$ cat src/verilog/axi_pkg.sv
/*
 * axi_pkg
 * AXI4 field widths, encodings and the packed channel bundles
 */
package axi_pkg;

    typedef logic [31:0] axi_addr_t;
    typedef logic [31:0] axi_data_t;
    typedef logic [3:0]  axi_id_t;
    typedef logic [7:0]  axi_len_t;
    typedef logic [2:0]  axi_size_t;
    typedef logic [1:0]  axi_burst_t;
    typedef logic [3:0]  axi_strb_t;
    typedef logic [1:0]  axi_resp_t;

    // 4-byte beats, incrementing bursts
    localparam axi_size_t  AXI_SIZE_4B    = 3'd2;
    localparam axi_burst_t AXI_BURST_INCR = 2'b01;

    typedef struct packed {
        logic       arvalid;
        axi_id_t    arid;
        axi_addr_t  araddr;
        axi_len_t   arlen;
        axi_size_t  arsize;
        axi_burst_t arburst;
    } axi_ar_t;

    typedef struct packed {
        logic      rvalid;
        axi_id_t   rid;
        axi_data_t rdata;
        logic      rlast;
    } axi_r_t;

    typedef struct packed {
        logic       awvalid;
        axi_id_t    awid;
        axi_addr_t  awaddr;
        axi_len_t   awlen;
        axi_size_t  awsize;
        axi_burst_t awburst;
    } axi_aw_t;

    typedef struct packed {
        logic      wvalid;
        axi_data_t wdata;
        axi_strb_t wstrb;
        logic      wlast;
    } axi_w_t;

    typedef struct packed {
        logic      bvalid;
        axi_id_t   bid;
        axi_resp_t bresp;
    } axi_b_t;

endpackage

$ cat src/verilog/mm_pkg.sv
/*
 * mm_pkg
 * accelerator configuration and the state encodings of its FSMs
 */
package mm_pkg;

    // base byte addresses of the three matrices
    typedef struct packed {
        axi_pkg::axi_addr_t mat_a_addr;
        axi_pkg::axi_addr_t mat_b_addr;
        axi_pkg::axi_addr_t mat_c_addr;
    } mat_cfg_t;

    typedef enum logic [2:0] {
        IDLE,
        ADDR_A,
        ADDR_B,
        LOAD,
        WAIT_MM,
        ADDR_C,
        WRITE_C,
        WAIT_B
    } dma_state_e;

    // prefixed, the DMA states already own IDLE
    typedef enum logic [1:0] {
        MM_IDLE,
        MM_RUN,
        MM_DRAIN
    } mm_state_e;

endpackage
$ cat src/verilog/dma_engine.sv
`timescale 1ns/1ps

/*
 * dma_engine
 * reads A and B over AXI into the operand buffers, starts the multiply
 * engine, then writes the product matrix C back as one write burst
 */
module dma_engine #(
    parameter int DW       = 32,
    parameter int SA_WIDTH = 4,
    parameter int BUF_AW   = 6
) (
    input  logic                                  clk,
    input  logic                                  rst_n,
    input  mm_pkg::mat_cfg_t                      cfg_i,
    input  logic                                  start_i,
    output logic                                  done_o,
    output axi_pkg::axi_ar_t                      ar_o,
    input  logic                                  ar_ready_i,
    input  axi_pkg::axi_r_t                       r_i,
    output logic                                  r_ready_o,
    output axi_pkg::axi_aw_t                      aw_o,
    input  logic                                  aw_ready_i,
    output axi_pkg::axi_w_t                       w_o,
    input  logic                                  w_ready_i,
    input  axi_pkg::axi_b_t                       b_i,
    output logic                                  b_ready_o,
    output logic                                  buf_a_wren_o,
    output logic [BUF_AW-1:0]                     buf_a_waddr_o,
    output logic [SA_WIDTH*DW-1:0]                buf_a_wdata_o,
    output logic                                  buf_b_wren_o,
    output logic [BUF_AW-1:0]                     buf_b_waddr_o,
    output logic [SA_WIDTH*DW-1:0]                buf_b_wdata_o,
    output logic                                  mm_start_o,
    input  logic                                  mm_done_i,
    input  logic [SA_WIDTH*SA_WIDTH*(2*DW+1)-1:0] accum_i
);
    import axi_pkg::*;
    import mm_pkg::*;

    localparam int BUF_DW = SA_WIDTH * DW;
    localparam int ACC_W  = 2 * DW + 1;
    localparam int N_ELEM = SA_WIDTH * SA_WIDTH;
    localparam int WCNT_W = (SA_WIDTH > 1) ? $clog2(SA_WIDTH) : 1;
    localparam int ECNT_W = (N_ELEM > 1) ? $clog2(N_ELEM) : 1;

    localparam axi_len_t BURST_LEN = axi_len_t'(N_ELEM - 1);

    typedef logic [WCNT_W-1:0]       word_cnt_t;
    typedef logic [ECNT_W-1:0]       elem_cnt_t;
    typedef logic [BUF_AW-1:0]       row_addr_t;
    typedef logic signed [ACC_W-1:0] acc_t;

    localparam word_cnt_t WORD_LAST = word_cnt_t'(SA_WIDTH - 1);
    localparam elem_cnt_t ELEM_LAST = elem_cnt_t'(N_ELEM - 1);
    localparam row_addr_t ROW_LAST  = row_addr_t'(SA_WIDTH - 1);
    localparam row_addr_t ROW_FULL  = row_addr_t'(SA_WIDTH);

    dma_state_e        state;
    word_cnt_t         wcnt_a;
    word_cnt_t         wcnt_b;
    row_addr_t         row_a;
    row_addr_t         row_b;
    logic [BUF_DW-1:0] sreg_a;
    logic [BUF_DW-1:0] sreg_b;
    elem_cnt_t         ecnt;
    acc_t              acc_sel;
    logic              beat_a;
    logic              beat_b;
    logic              full_a_next;
    logic              full_b_next;
    logic              w_fire;

    // R beats are steered by ID, 0 is A and 1 is B
    assign r_ready_o = (state == ADDR_B) || (state == LOAD);
    assign beat_a    = r_i.rvalid && r_ready_o && (r_i.rid == axi_id_t'(0));
    assign beat_b    = r_i.rvalid && r_ready_o && (r_i.rid == axi_id_t'(1));

    // buffer full once its last row is written, counting the pending write
    assign full_a_next = (row_a == ROW_FULL) || (buf_a_wren_o && (row_a == ROW_LAST));
    assign full_b_next = (row_b == ROW_FULL) || (buf_b_wren_o && (row_b == ROW_LAST));

    always_comb begin
        ar_o         = '0;
        ar_o.arvalid = (state == ADDR_A) || (state == ADDR_B);
        ar_o.arid    = (state == ADDR_B) ? axi_id_t'(1) : axi_id_t'(0);
        ar_o.araddr  = (state == ADDR_B) ? cfg_i.mat_b_addr : cfg_i.mat_a_addr;
        ar_o.arlen   = BURST_LEN;
        ar_o.arsize  = AXI_SIZE_4B;
        ar_o.arburst = AXI_BURST_INCR;
    end

    always_comb begin
        aw_o         = '0;
        aw_o.awvalid = (state == ADDR_C);
        aw_o.awid    = axi_id_t'(0);
        aw_o.awaddr  = cfg_i.mat_c_addr;
        aw_o.awlen   = BURST_LEN;
        aw_o.awsize  = AXI_SIZE_4B;
        aw_o.awburst = AXI_BURST_INCR;
    end

    // C goes out row-major, so the element count is the flat index
    assign acc_sel = accum_i[ecnt*ACC_W +: ACC_W];

    always_comb begin
        w_o        = '0;
        w_o.wvalid = (state == WRITE_C);
        w_o.wdata  = axi_data_t'(acc_sel);
        w_o.wstrb  = '1;
        w_o.wlast  = (ecnt == ELEM_LAST);
    end

    assign w_fire    = w_o.wvalid && w_ready_i;
    assign b_ready_o = (state == WAIT_B);

    always_ff @(posedge clk) begin
        if (!rst_n) begin
            state      <= IDLE;
            ecnt       <= '0;
            mm_start_o <= 1'b0;
            done_o     <= 1'b0;
        end else begin
            mm_start_o <= 1'b0;
            done_o     <= 1'b0;
            case (state)
                IDLE: begin
                    if (start_i) begin
                        state <= ADDR_A;
                        ecnt  <= '0;
                    end
                end
                ADDR_A: begin
                    if (ar_ready_i) begin
                        state <= ADDR_B;
                    end
                end
                ADDR_B: begin
                    if (ar_ready_i) begin
                        state <= LOAD;
                    end
                end
                LOAD: begin
                    if (full_a_next && full_b_next) begin
                        state      <= WAIT_MM;
                        mm_start_o <= 1'b1;
                    end
                end
                WAIT_MM: begin
                    if (mm_done_i) begin
                        state <= ADDR_C;
                    end
                end
                ADDR_C: begin
                    if (aw_ready_i) begin
                        state <= WRITE_C;
                    end
                end
                WRITE_C: begin
                    if (w_fire) begin
                        ecnt <= ecnt + 1'b1;
                        if (w_o.wlast) begin
                            state <= WAIT_B;
                        end
                    end
                end
                WAIT_B: begin
                    if (b_i.bvalid) begin
                        state  <= IDLE;
                        done_o <= 1'b1;
                    end
                end
                default: state <= IDLE;
            endcase
        end
    end

    // per-ID word and row counters
    always_ff @(posedge clk) begin
        if (!rst_n) begin
            wcnt_a       <= '0;
            wcnt_b       <= '0;
            row_a        <= '0;
            row_b        <= '0;
            buf_a_wren_o <= 1'b0;
            buf_b_wren_o <= 1'b0;
        end else if ((state == IDLE) && start_i) begin
            wcnt_a       <= '0;
            wcnt_b       <= '0;
            row_a        <= '0;
            row_b        <= '0;
            buf_a_wren_o <= 1'b0;
            buf_b_wren_o <= 1'b0;
        end else begin
            // row write follows the 4th beat by one cycle
            buf_a_wren_o <= beat_a && (wcnt_a == WORD_LAST);
            buf_b_wren_o <= beat_b && (wcnt_b == WORD_LAST);
            if (beat_a) begin
                wcnt_a <= (wcnt_a == WORD_LAST) ? '0 : wcnt_a + 1'b1;
            end
            if (beat_b) begin
                wcnt_b <= (wcnt_b == WORD_LAST) ? '0 : wcnt_b + 1'b1;
            end
            if (buf_a_wren_o) begin
                row_a <= row_a + 1'b1;
            end
            if (buf_b_wren_o) begin
                row_b <= row_b + 1'b1;
            end
        end
    end

    // new word enters at the top, so element 0 lands in the low bits
    always_ff @(posedge clk) begin
        if (beat_a) begin
            sreg_a <= {r_i.rdata[DW-1:0], sreg_a[BUF_DW-1:DW]};
        end
        if (beat_b) begin
            sreg_b <= {r_i.rdata[DW-1:0], sreg_b[BUF_DW-1:DW]};
        end
    end

    assign buf_a_waddr_o = row_a;
    assign buf_a_wdata_o = sreg_a;
    assign buf_b_waddr_o = row_b;
    assign buf_b_wdata_o = sreg_b;

endmodule

$ cat config.mk
export PLATFORM = sky130hd
export DESIGN_NAME = dma_engine
export DESIGN_NICKNAME = d
export VERILOG_FILES = /design/src/verilog/axi_pkg.sv /design/src/verilog/mm_pkg.sv /design/src/verilog/dma_engine.sv
export SDC_FILE = /design/constraint.sdc
export NUM_CORES = 1
export LEC_CHECK = 0
export ABC_AREA = 1
export BUFFER_PORTS_ARGS = -buffer_cell sky130_fd_sc_hd__buf_2
export CAP_MARGIN = 0
export CORE_AREA = 8 8 610 612
export CTS_BUF_LIST = sky130_fd_sc_hd__clkbuf_16
export DETAILED_ROUTE_END_ITERATION = 7
export DIE_AREA = 0 0 618 620
export GPL_ROUTABILITY_DRIVEN = 0
export PLACE_DENSITY = 0.3
export SLEW_MARGIN = 20
export SYNTH_ARGS = -nofsm -noshare
export SYNTH_HDL_FRONTEND = slang
export SYNTH_SLANG_ARGS = --single-unit
$ cat constraint.sdc
create_clock -name clk -period 9.3 [get_ports clk]
set_input_delay 1.395 -clock clk [delete_from_list [all_inputs] [get_ports clk]]
set_output_delay 1.395 -clock clk [all_outputs]
set_load 0.02 [all_outputs]
==> results.ini, run 1 <==
[routing]
avgViaCountPerCell = 2.22
via_count = 16294
remaining_drc_errors = 0
firstDrtPassIters = 5
post_drt_wl_per_cell_um = 21.5
wl_mm = 158
ant_nets = 0
first_iter_violations = 1181

[pwr]
ir_drop_uv = 155
fin_total_pwr_mw = 4.82
powerDensity_nw_per_um2 = 186
p_leak_nw = 9.24

[final_layout]
drive_above_1_share = 0.427
final_common_cell = buf_2
fin_area_sq_um = 25900
multiInputGateArea_sq_um = 5330
num-nets-final = 3658
n_fill_cell = 42941
ff_latch_area_sq_um = 8240
layout_common_cells = buf_2 (963), nor2_1 (392), edfxtp_1 (256)
syn_to_final_growth_pct = 77.3

[global_route]
grt.met1_usage = 0.0767
grt_pass1_wl_mm = 191
grt_pass1_vias = 16573
top_usage_layer = met2
track_usage = 0.0768
antenna_found_initial = 83
met2_usage = 0.144
grtUsageMet3 = 0.0357
gr-total-overflow = 0
grt_max_degree = 132

[timing]
setup_viol_count_final = 0
period_share = 0.578
fmaxAchievable_ghz = 0.186
worst_pin_slew_ps = 1080
skew_ps = 59.8
finalMaxSlewViolations = 0
fin_setup_tns_ps = 0
rsz0062_at_grt = false
post-route-min-period_ps = 5370
hold_violations = 0
relSlewSlack = 0.275

[setup_path]
cp.arrival_ps = 3980
crit_slowest_cell = buf_4
crit_path_max_incr_delay_ps = 630
path_cells = inv_8 > buf_12 > buf_4 > nor2_1 > o211ai_1 > nand3_1 > nand2_1 > buf_2
worstSetupPathType = reg2out
critPathRequiredTime_ps = 7910
crit_fanout = 120
critPathLaunchType = register
critPathBufInv = 4
end_kind = primary output
crit_family = buffers and inverters

[floorplan]
num_rows = 222
ios = 1600
die_x_um = 618
die-area_sq_um = 383000
dieHeight_um = 620
start_util = 0.0402
core_sq_um = 363000

[placed_design]
dp_hpwl_mm = 137
place.port_buffers = 963
place_area_sq_um = 24800

[clock_tree]
clock_latency_ps = 660
numCtsBuffers = 30
tritoncts = yes
cts-root-to-sink-buffers = 3
cts.sinks = 283
htreeDepth = 1
post_cts_buffers = 0
cts-resized-gates = 0
cts.reportedPaths.clkPinSlew_ps = 80
root_buffer = clkbuf_16
cts_hold_buf = 0

[synthesis]
synth.distinct_cells = 31
synthFlopType = edfxtp_1
async_reset_ff_frac = 0
syn-cell-area_sq_um = 14600
synthCells = 1581
synth_edf_count = 256
ys_warn_count = 0
synth_area_per_cell_sq_um = 9.24
synth-seq-cells = 283
ys_seq_area_frac = 0.563

[status]
outcome = completed

[job]
maxCapViolations = 0

[hold_path]
min_path_type = reg2reg

-- cells by family after synthesis --
family | synth area share
simple gates | 0.178
compound gates | 0.165
fa+ha+maj | 0.00942
other cells | 0.000514
flops | 0.563
buf+inv | 0.0833
-- metrics by stage --
stage	hold slack (ps)	instances	utilization	setup slack, ps
detailed placement	426	7243	0.0684	4230
global route	430	7313	0.0712	3480
finish	405	7329	0.0713	3930
floorplan	482	1616	-	1940
global placement	428	7243	0.0684	4210
CTS	415	7297	0.0711	3510
-- registers in the layout (all words and copies together) (netlist names) --
| register | count |
|---|---|
| buf_a_waddr_o | 6 |
| buf_a_wdata_o | 128 |
| buf_a_wren_o | 1 |
| buf_b_waddr_o | 6 |
| buf_b_wdata_o | 128 |
| buf_b_wren_o | 1 |
| done_o | 1 |
| ecnt | 4 |
| mm_start_o | 1 |
| state | 3 |
| wcnt_a | 2 |
| wcnt_b | 2 |
-- area by class of cell --
class / instances / area share
clock buffer: 31 / 0.0300
sequential: 283 / 0.318
tap: 4816 / 0.233
multi-input combinational: 1111 / 0.206
inverter: 40 / 0.00628
antenna: 32 / 0.00309
clock inverter: 23 / 0.00768
timing repair buffer: 993 / 0.196
-- synth_stat cells, types with 2 or more instances --
| cell type | instances | area, sq um |
|---|---|---|
| edfxtp_1 | 256 | 7690 |
| nor2_1 | 392 | 1470 |
| ha_1 | 11 | 138 |
| nor3_2 | 2 | 20.0 |
| o221ai_1 | 32 | 280 |
| o21ai_1 | 30 | 150 |
| inv_2 | 3 | 11.3 |
| nand2_1 | 164 | 616 |
| conb_1 | 2 | 7.51 |
| nor3b_1 | 2 | 15.0 |
| clkbuf_1 | 43 | 161 |
| buf_2 | 41 | 205 |
| nand3b_1 | 2 | 15.0 |
| nor3_1 | 8 | 40.0 |
| o211ai_1 | 96 | 721 |
| nand3_1 | 76 | 380 |
| o21ai_0 | 239 | 1200 |
| buf_6 | 2 | 22.5 |
| dfxtp_1 | 27 | 541 |
| nand4_1 | 2 | 12.5 |
| buf_4 | 82 | 616 |
| nor4_1 | 2 | 12.5 |
| a21oi_1 | 12 | 60.1 |
| buf_1 | 6 | 22.5 |
| inv_1 | 36 | 135 |
| clkbuf_2 | 8 | 40.0 |
-- final timing paths --
check	slack [ps]	depth (start not counted)	from	end
max	3930	8	ecnt[0]$_SDFFE_PN0P_	w_o[16]
min	400	0	buf_b_wdata_o[63]$_DFFE_PP_	buf_b_wdata_o[31]$_DFFE_PP_
max reg2reg	5960	8	state[0]$_SDFFE_PN0P_	buf_b_wdata_o[81]$_DFFE_PP_
min reg2reg	400	0	buf_b_wdata_o[63]$_DFFE_PP_	buf_b_wdata_o[31]$_DFFE_PP_
-- metal layers --
layer | wire length, um | up-vias
li1 | - | 7263
met1 | 52700 | 7777
met2 | 81100 | 1030
met3 | 18400 | 200
met4 | 5220 | 24
met5 | 152 | -
-- where the power goes --
| group | internal (mW) | total (mW) | switching [mW] |
|---|---|---|---|
| registers | 1.40 | 1.46 | 0.0588 |
| logic | 0.536 | 2.12 | 1.58 |
| clock network | 0.665 | 1.25 | 0.582 |
No activity file was read; power rests on OpenSTA's default activity.
==> run 2, diff against run 1 <==
==> constraint.sdc (replaced) <==
create_clock -name clk -period 5.47 [get_ports clk]
set_input_delay 0.8205 -clock clk [delete_from_list [all_inputs] [get_ports clk]]
set_output_delay 0.8205 -clock clk [all_outputs]
set_load 0.02 [all_outputs]
==> run 2 against run 1 <==
Compared with the run above:
- power up 73%
- core utilization is 0.075 points higher
- largest power group unchanged
- non-clock buffer count increased by 21
- critical path depth fell by 1
- highest routed layer unchanged
- final cell count up 0.27%
- die area unchanged
- critical endpoint is now w_o[12]
- first-iteration DRC count fell by 3.7%
==> results.ini, run 2 (synthesized netlist as in run 1, its figures left out) <==
[floorplan]
start_util = 0.0402
num_rows = 222
core_sq_um = 363000
die-area_sq_um = 383000
dieHeight_um = 620
die_x_um = 618
ios = 1600

[clock_tree]
cts-root-to-sink-buffers = 3
numCtsBuffers = 30
cts-resized-gates = 0
tritoncts = yes
cts.reportedPaths.clkPinSlew_ps = 60
post_cts_buffers = 0
htreeDepth = 1
cts.sinks = 283
cts_hold_buf = 0
root_buffer = clkbuf_16
clock_latency_ps = 630

[final_layout]
num-nets-final = 3679
syn_to_final_growth_pct = 79.1
layout_common_cells = buf_2 (963), nor2_1 (392), edfxtp_1 (256)
final_common_cell = buf_2
finalNonFillerCells = 7349
drive_above_1_share = 0.432

[routing]
wl_met1_mm = 54.3
routed-wl-met2_mm = 82.3
wl_mm = 157
ant_nets = 0
wl_met3_mm = 16.7
remaining_drc_errors = 0
firstDrtPassIters = 8
first_iter_violations = 1137
top_layer_used = met5
via_count = 16269
avgViaCountPerCell = 2.21
post_drt_wl_per_cell_um = 21.4

[global_route]
grt_pass1_vias = 16599
gr-total-overflow = 0
track_usage = 0.0765
grt_max_degree = 102
grt_pass1_wl_mm = 191
antenna_found_initial = 86

[timing]
rsz0062_at_grt = false
setup_viol_count_final = 0
hold_ws_ps = 372
finalMaxSlewViolations = 0
relSlewSlack = 0.270
skew_ps = 34.3
hold_violations = 0
post-route-min-period_ps = 4220
fmaxAchievable_ghz = 0.237
worst_pin_slew_ps = 1080
period_share = 0.772

[placed_design]
dp_hpwl_mm = 138
dp.cells = 7264
place.port_buffers = 963

[setup_path]
path_cells = buf_4 > buf_4 > o21ai_0 > o211ai_1 > nand3_1 > nand2_1 > buf_2
crit_slowest_cell = dfxtp_4
crit_top_cell = buf_4
crit_fanout = 45
end_kind = primary output
reg2reg_depth = 7
cp.arrival_ps = 3400
crit_path_max_incr_delay_ps = 570
critPathLaunchType = register
critPathRequiredTime_ps = 4650
worstSetupPathType = reg2out

[pwr]
intPower_mw = 4.54
ir_drop_uv = 253
fin_total_pwr_mw = 8.32
power_frac_clock = 0.262
switchingPower_mw = 3.78
p_leak_nw = 9.37
sw_frac_of_total = 0.454
share_comb_of_total_power = 0.445
powerDensity_nw_per_um2 = 318
p_seq_frac = 0.293

[status]
outcome = completed

[hold_path]
min_path_cells = 1
min_path_type = in2reg

[job]
maxCapViolations = 0

==> run 2: worst paths after layout <==
check / from / to / slack [ps]
worst max-delay path: ecnt[0]$_SDFFE_PN0P_ / w_o[12] / 1250
worst min-delay path: r_i[2] / buf_a_wdata_o[97]$_DFFE_PP_ / 370
worst max register to register: state[0]$_SDFFE_PN0P_ / buf_a_wdata_o[114]$_DFFE_PP_ / 2430
worst min register to register: buf_b_wdata_o[86]$_DFFE_PP_ / buf_b_wdata_o[54]$_DFFE_PP_ / 430
==> run 2: stage by stage <==
stage / instance area, sq um / utilization / TNS (ps) / setup slack, ps
2_1_floorplan: 14700 / - / -282800 / -1320
3_3_place_gp: 25100 / 0.0691 / 0 / 1400
3_5_place_dp: 25100 / 0.0691 / 0 / 1390
4_1_cts: 26100 / 0.0718 / 0 / 688
5_1_grt: 26100 / 0.0719 / 0 / 805
6_report: 26200 / 0.0720 / 0 / 1250
==> run 2: power groups by stage <==
stage	combinational [mW]	sequential (mW)	clock (mW)
3_5_place_dp	3.96	2.49	0
6_report	3.70	2.44	2.18
5_1_grt	4.14	2.45	2.34
3_3_place_gp	3.96	2.49	0
4_1_cts	3.97	2.45	2.30
2_1_floorplan	1.87	2.46	0
==> run 2: area by class of cell <==
cell class | count | area (sq um)
fill | 42885 | 337000
sequential | 283 | 8240
timing repair buffer | 1014 | 5330
clock buffer | 31 | 776
tap | 4816 | 6030
clock inverter | 25 | 238
multi-input combinational | 1111 | 5330
antenna | 29 | 72.6
inverter | 40 | 163
==> run 2: critical path, delay by kind of cell (launching register included) <==
| kind | cells | cell delay (ps) |
|---|---|---|
| buffers and inverters | 3 | 1090 |
| AO/OA/AOI/OAI | 2 | 610 |
| AND/OR/NAND/NOR | 2 | 480 |
| flip-flops | 1 | 570 |
==> run 2: metal layers <==
metal / global-route usage / vias to the layer above
li1: - / 7295
met1: 0.0778 / 7792
met2: 0.144 / 936
met3: 0.0337 / 214
met4: 0.0169 / 32
met5: 0 / -
==> run 3, diff against run 2 <==
--- a/config.mk
+++ b/config.mk
@@ -5,13 +5,13 @@
 export SDC_FILE = /design/constraint.sdc
 export NUM_CORES = 1
 export LEC_CHECK = 0
-export ABC_AREA = 1
+export ABC_AREA = 0
 export BUFFER_PORTS_ARGS = -buffer_cell sky130_fd_sc_hd__buf_2
 export CAP_MARGIN = 0
-export CORE_AREA = 8 8 610 612
+export CORE_AREA = 8 8 609 611
 export CTS_BUF_LIST = sky130_fd_sc_hd__clkbuf_16
 export DETAILED_ROUTE_END_ITERATION = 7
-export DIE_AREA = 0 0 618 620
+export DIE_AREA = 0 0 617 619
 export GPL_ROUTABILITY_DRIVEN = 0
 export PLACE_DENSITY = 0.3
 export SLEW_MARGIN = 20
==> constraint.sdc (replaced) <==
create_clock -name clk -period 3.9 [get_ports clk]
set_input_delay 0.585 -clock clk [delete_from_list [all_inputs] [get_ports clk]]
set_output_delay 0.585 -clock clk [all_outputs]
set_load 0.02 [all_outputs]
==> run 3 against run 2 <==
Compared with the run above:
- wire length decreased by 0.32%
- flip-flop and latch count unchanged
- synthesized cell count decreased by 55%
- setup slack got worse by 990 ps
- first-iteration DRC count decreased by 35%
- sequential power increased by 36%
- combinational power decreased by 27%
- count of clock-buffer cells in the layout increased by 7
- critical path depth decreased by 2
- via count decreased by 26%
- largest cell class unchanged
- highest routed layer unchanged
==> results.ini, run 3 <==
[timing]
fin_ws_ps = 258
rsz0062_at_grt = false
hold_ws_ps = 225
fin_setup_tns_ps = 0
skew_ps = 21.1
setup_viol_count_final = 0
hold_violations = 0
period_share = 0.934
fmaxAchievable_ghz = 0.275
finalMaxSlewViolations = 0
worst_pin_slew_ps = 967
post-route-min-period_ps = 3640
relSlewSlack = 0.354

[setup_path]
critPathRequiredTime_ps = 3310
cp.arrival_ps = 3060
critPathLaunch = ecnt[0]$_SDFFE_PN0P_
crit_fanout = 29
end_kind = primary output
worstSetupPathType = reg2out
timing.rr.start = state[0]$_SDFFE_PN0P_
critPathLaunchType = register

[final_layout]
drive_above_1_share = 0.737
num-nets-final = 2885
syn_to_final_growth_pct = 87.4
final_common_cell = buf_2
layout_common_cells = buf_2 (963), edfxtp_1 (256), mux4_2 (160)
fin_area_sq_um = 25700

[synthesis]
synthCells = 718
synth_edf_count = 256
syn-cell-area_sq_um = 13700
synth.distinct_cells = 38
synth_common_cells = edfxtp_1 (256), mux4_2 (160), buf_4 (69)
ys_warn_count = 0
synthTopCellsByArea = edfxtp_1 (56%), mux4_2 (26%), dfxtp_1 (3.9%)
synthFlopType = edfxtp_1
ys_seq_area_frac = 0.600
synth_area_per_cell_sq_um = 19.1
synth-seq-cells = 283
yosys.area.top_type_share = 0.560
synth.most_common_cell = edfxtp_1
synth_top_area_cell = edfxtp_1
async_reset_ff_frac = 0

[clock_tree]
root_buffer = clkbuf_16
htreeDepth = 2
cts_hold_buf = 0
numCtsBuffers = 37
cts-root-to-sink-buffers = 3
clock_latency_ps = 550
tritoncts = yes
cts.sinks = 283
cts.reportedPaths.clkPinSlew_ps = 60

[floorplan]
start_util = 0.0380
die-area_sq_um = 382000
die_x_um = 617
ios = 1600
dieHeight_um = 619
num_rows = 221
core_sq_um = 361000

[routing]
post_drt_wl_per_cell_um = 24.0
ant_nets = 0
via_count = 12033
first_iter_violations = 742
firstDrtPassIters = 5
remaining_drc_errors = 0
avgViaCountPerCell = 1.84
wl_mm = 157

[global_route]
gr-total-overflow = 0
grt_pass1_vias = 12390
antenna_found_initial = 161
grt_max_degree = 64
track_usage = 0.0775
grt_pass1_wl_mm = 183

[pwr]
p_leak_nw = 8.62
ir_drop_uv = 295
powerDensity_nw_per_um2 = 360

[placed_design]
place_ws_ps = 621
place.port_buffers = 963
dp_hpwl_mm = 146
place_area_sq_um = 24400

[hold_path]
min_from = r_i[11]
min_path_type = in2reg

[job]
maxCapViolations = 0

[status]
outcome = completed

## run 3: changes by cell type after synthesis, sizes merged, moves of 6 or more
| cell | previous run | this run |
|---|---|---|
| mux2 | 0 | 32 |
| xor2 | 0 | 7 |
| inv | 39 | 14 |
| mux2i | 0 | 6 |
| nand3 | 76 | 5 |
| o221ai | 32 | 1 |
| o21ai | 269 | 5 |
| nor3 | 10 | 2 |
| mux4 | 0 | 160 |
| nor2 | 393 | 22 |
| o211ai | 96 | 0 |
| nand2 | 166 | 21 |
| buf | 131 | 96 |
| clkbuf | 51 | 17 |
## run 3: where the power goes
group / total, mW / switching, mW / internal [mW]
sequential: 3.33 / 0.0223 / 3.31
clock: 3.20 / 1.35 / 1.85
combinational: 2.71 / 1.59 / 1.11
## run 3: final cells by class
| type | instances | area [sq um] |
|---|---|---|
| antenna | 33 | 82.6 |
| fill | 42180 | 335000 |
| clock buffer | 38 | 951 |
| inverter | 14 | 56.3 |
| sequential | 283 | 8240 |
| tap | 4794 | 6000 |
| clock inverter | 29 | 196 |
| multi-input combinational | 343 | 4870 |
| timing repair buffer | 1007 | 5300 |
## run 3: repair_timing
action / in CTS / in global routing
gates resized for setup: 0 / 0
setup buffers: 2 / 0
setup endpoints to repair: 1 / 0
## run 3: stage by stage
| stage | total power [mW] | std cells | util |
|---|---|---|---|
| floorplan | 4.77 | 753 | - |
| global placement | 6.26 | 6439 | 0.0677 |
| detailed placement | 6.27 | 6439 | 0.0677 |
| CTS | 9.59 | 6508 | 0.0710 |
| global route | 9.72 | 6511 | 0.0710 |
| finish | 9.24 | 6541 | 0.0712 |
## run 3: logic make-up (layout without fill, tap and decap cells)
group,after synthesis,in the layout,share of synthesized area
other,2,70,0.000548
DFF,283,283,0.600
muxes,198,198,0.293
and+or+nand+nor,67,67,0.0240
xor gates and xnor gates,10,10,0.00639
buffers and inverters,127,1088,0.0552
AOI/OAI and AO/OA,20,20,0.0106
adders and majority gates,11,11,0.0100
## run 3: routing by layer
metal | GRT usage | part of all wire | vias up
met1 | 0.0738 | 0.32 | 5785
met4 | 0.00849 | 0.020 | 54
li1 | - | - | 4855
met2 | 0.148 | 0.53 | 1037
met5 | 0 | 0.0022 | -
met3 | 0.0437 | 0.13 | 302
## run 3: critical path, cell delays in order (launching register included)
cell and delay (ps):
dfxtp_4 350, buf_12 160, buf_12 230, mux4_2 740, mux4_2 510, buf_2 320
## run 3: worst paths after layout
path / to / slack, ps / depth (start not counted)
min: buf_a_wdata_o[106]$_DFFE_PP_ / 220 / 1
min reg2reg: buf_a_wdata_o[60]$_DFFE_PP_ / 440 / 0
max: w_o[24] / 260 / 5
max reg2reg: buf_b_wdata_o[28]$_DFFE_PP_ / 1240 / 7
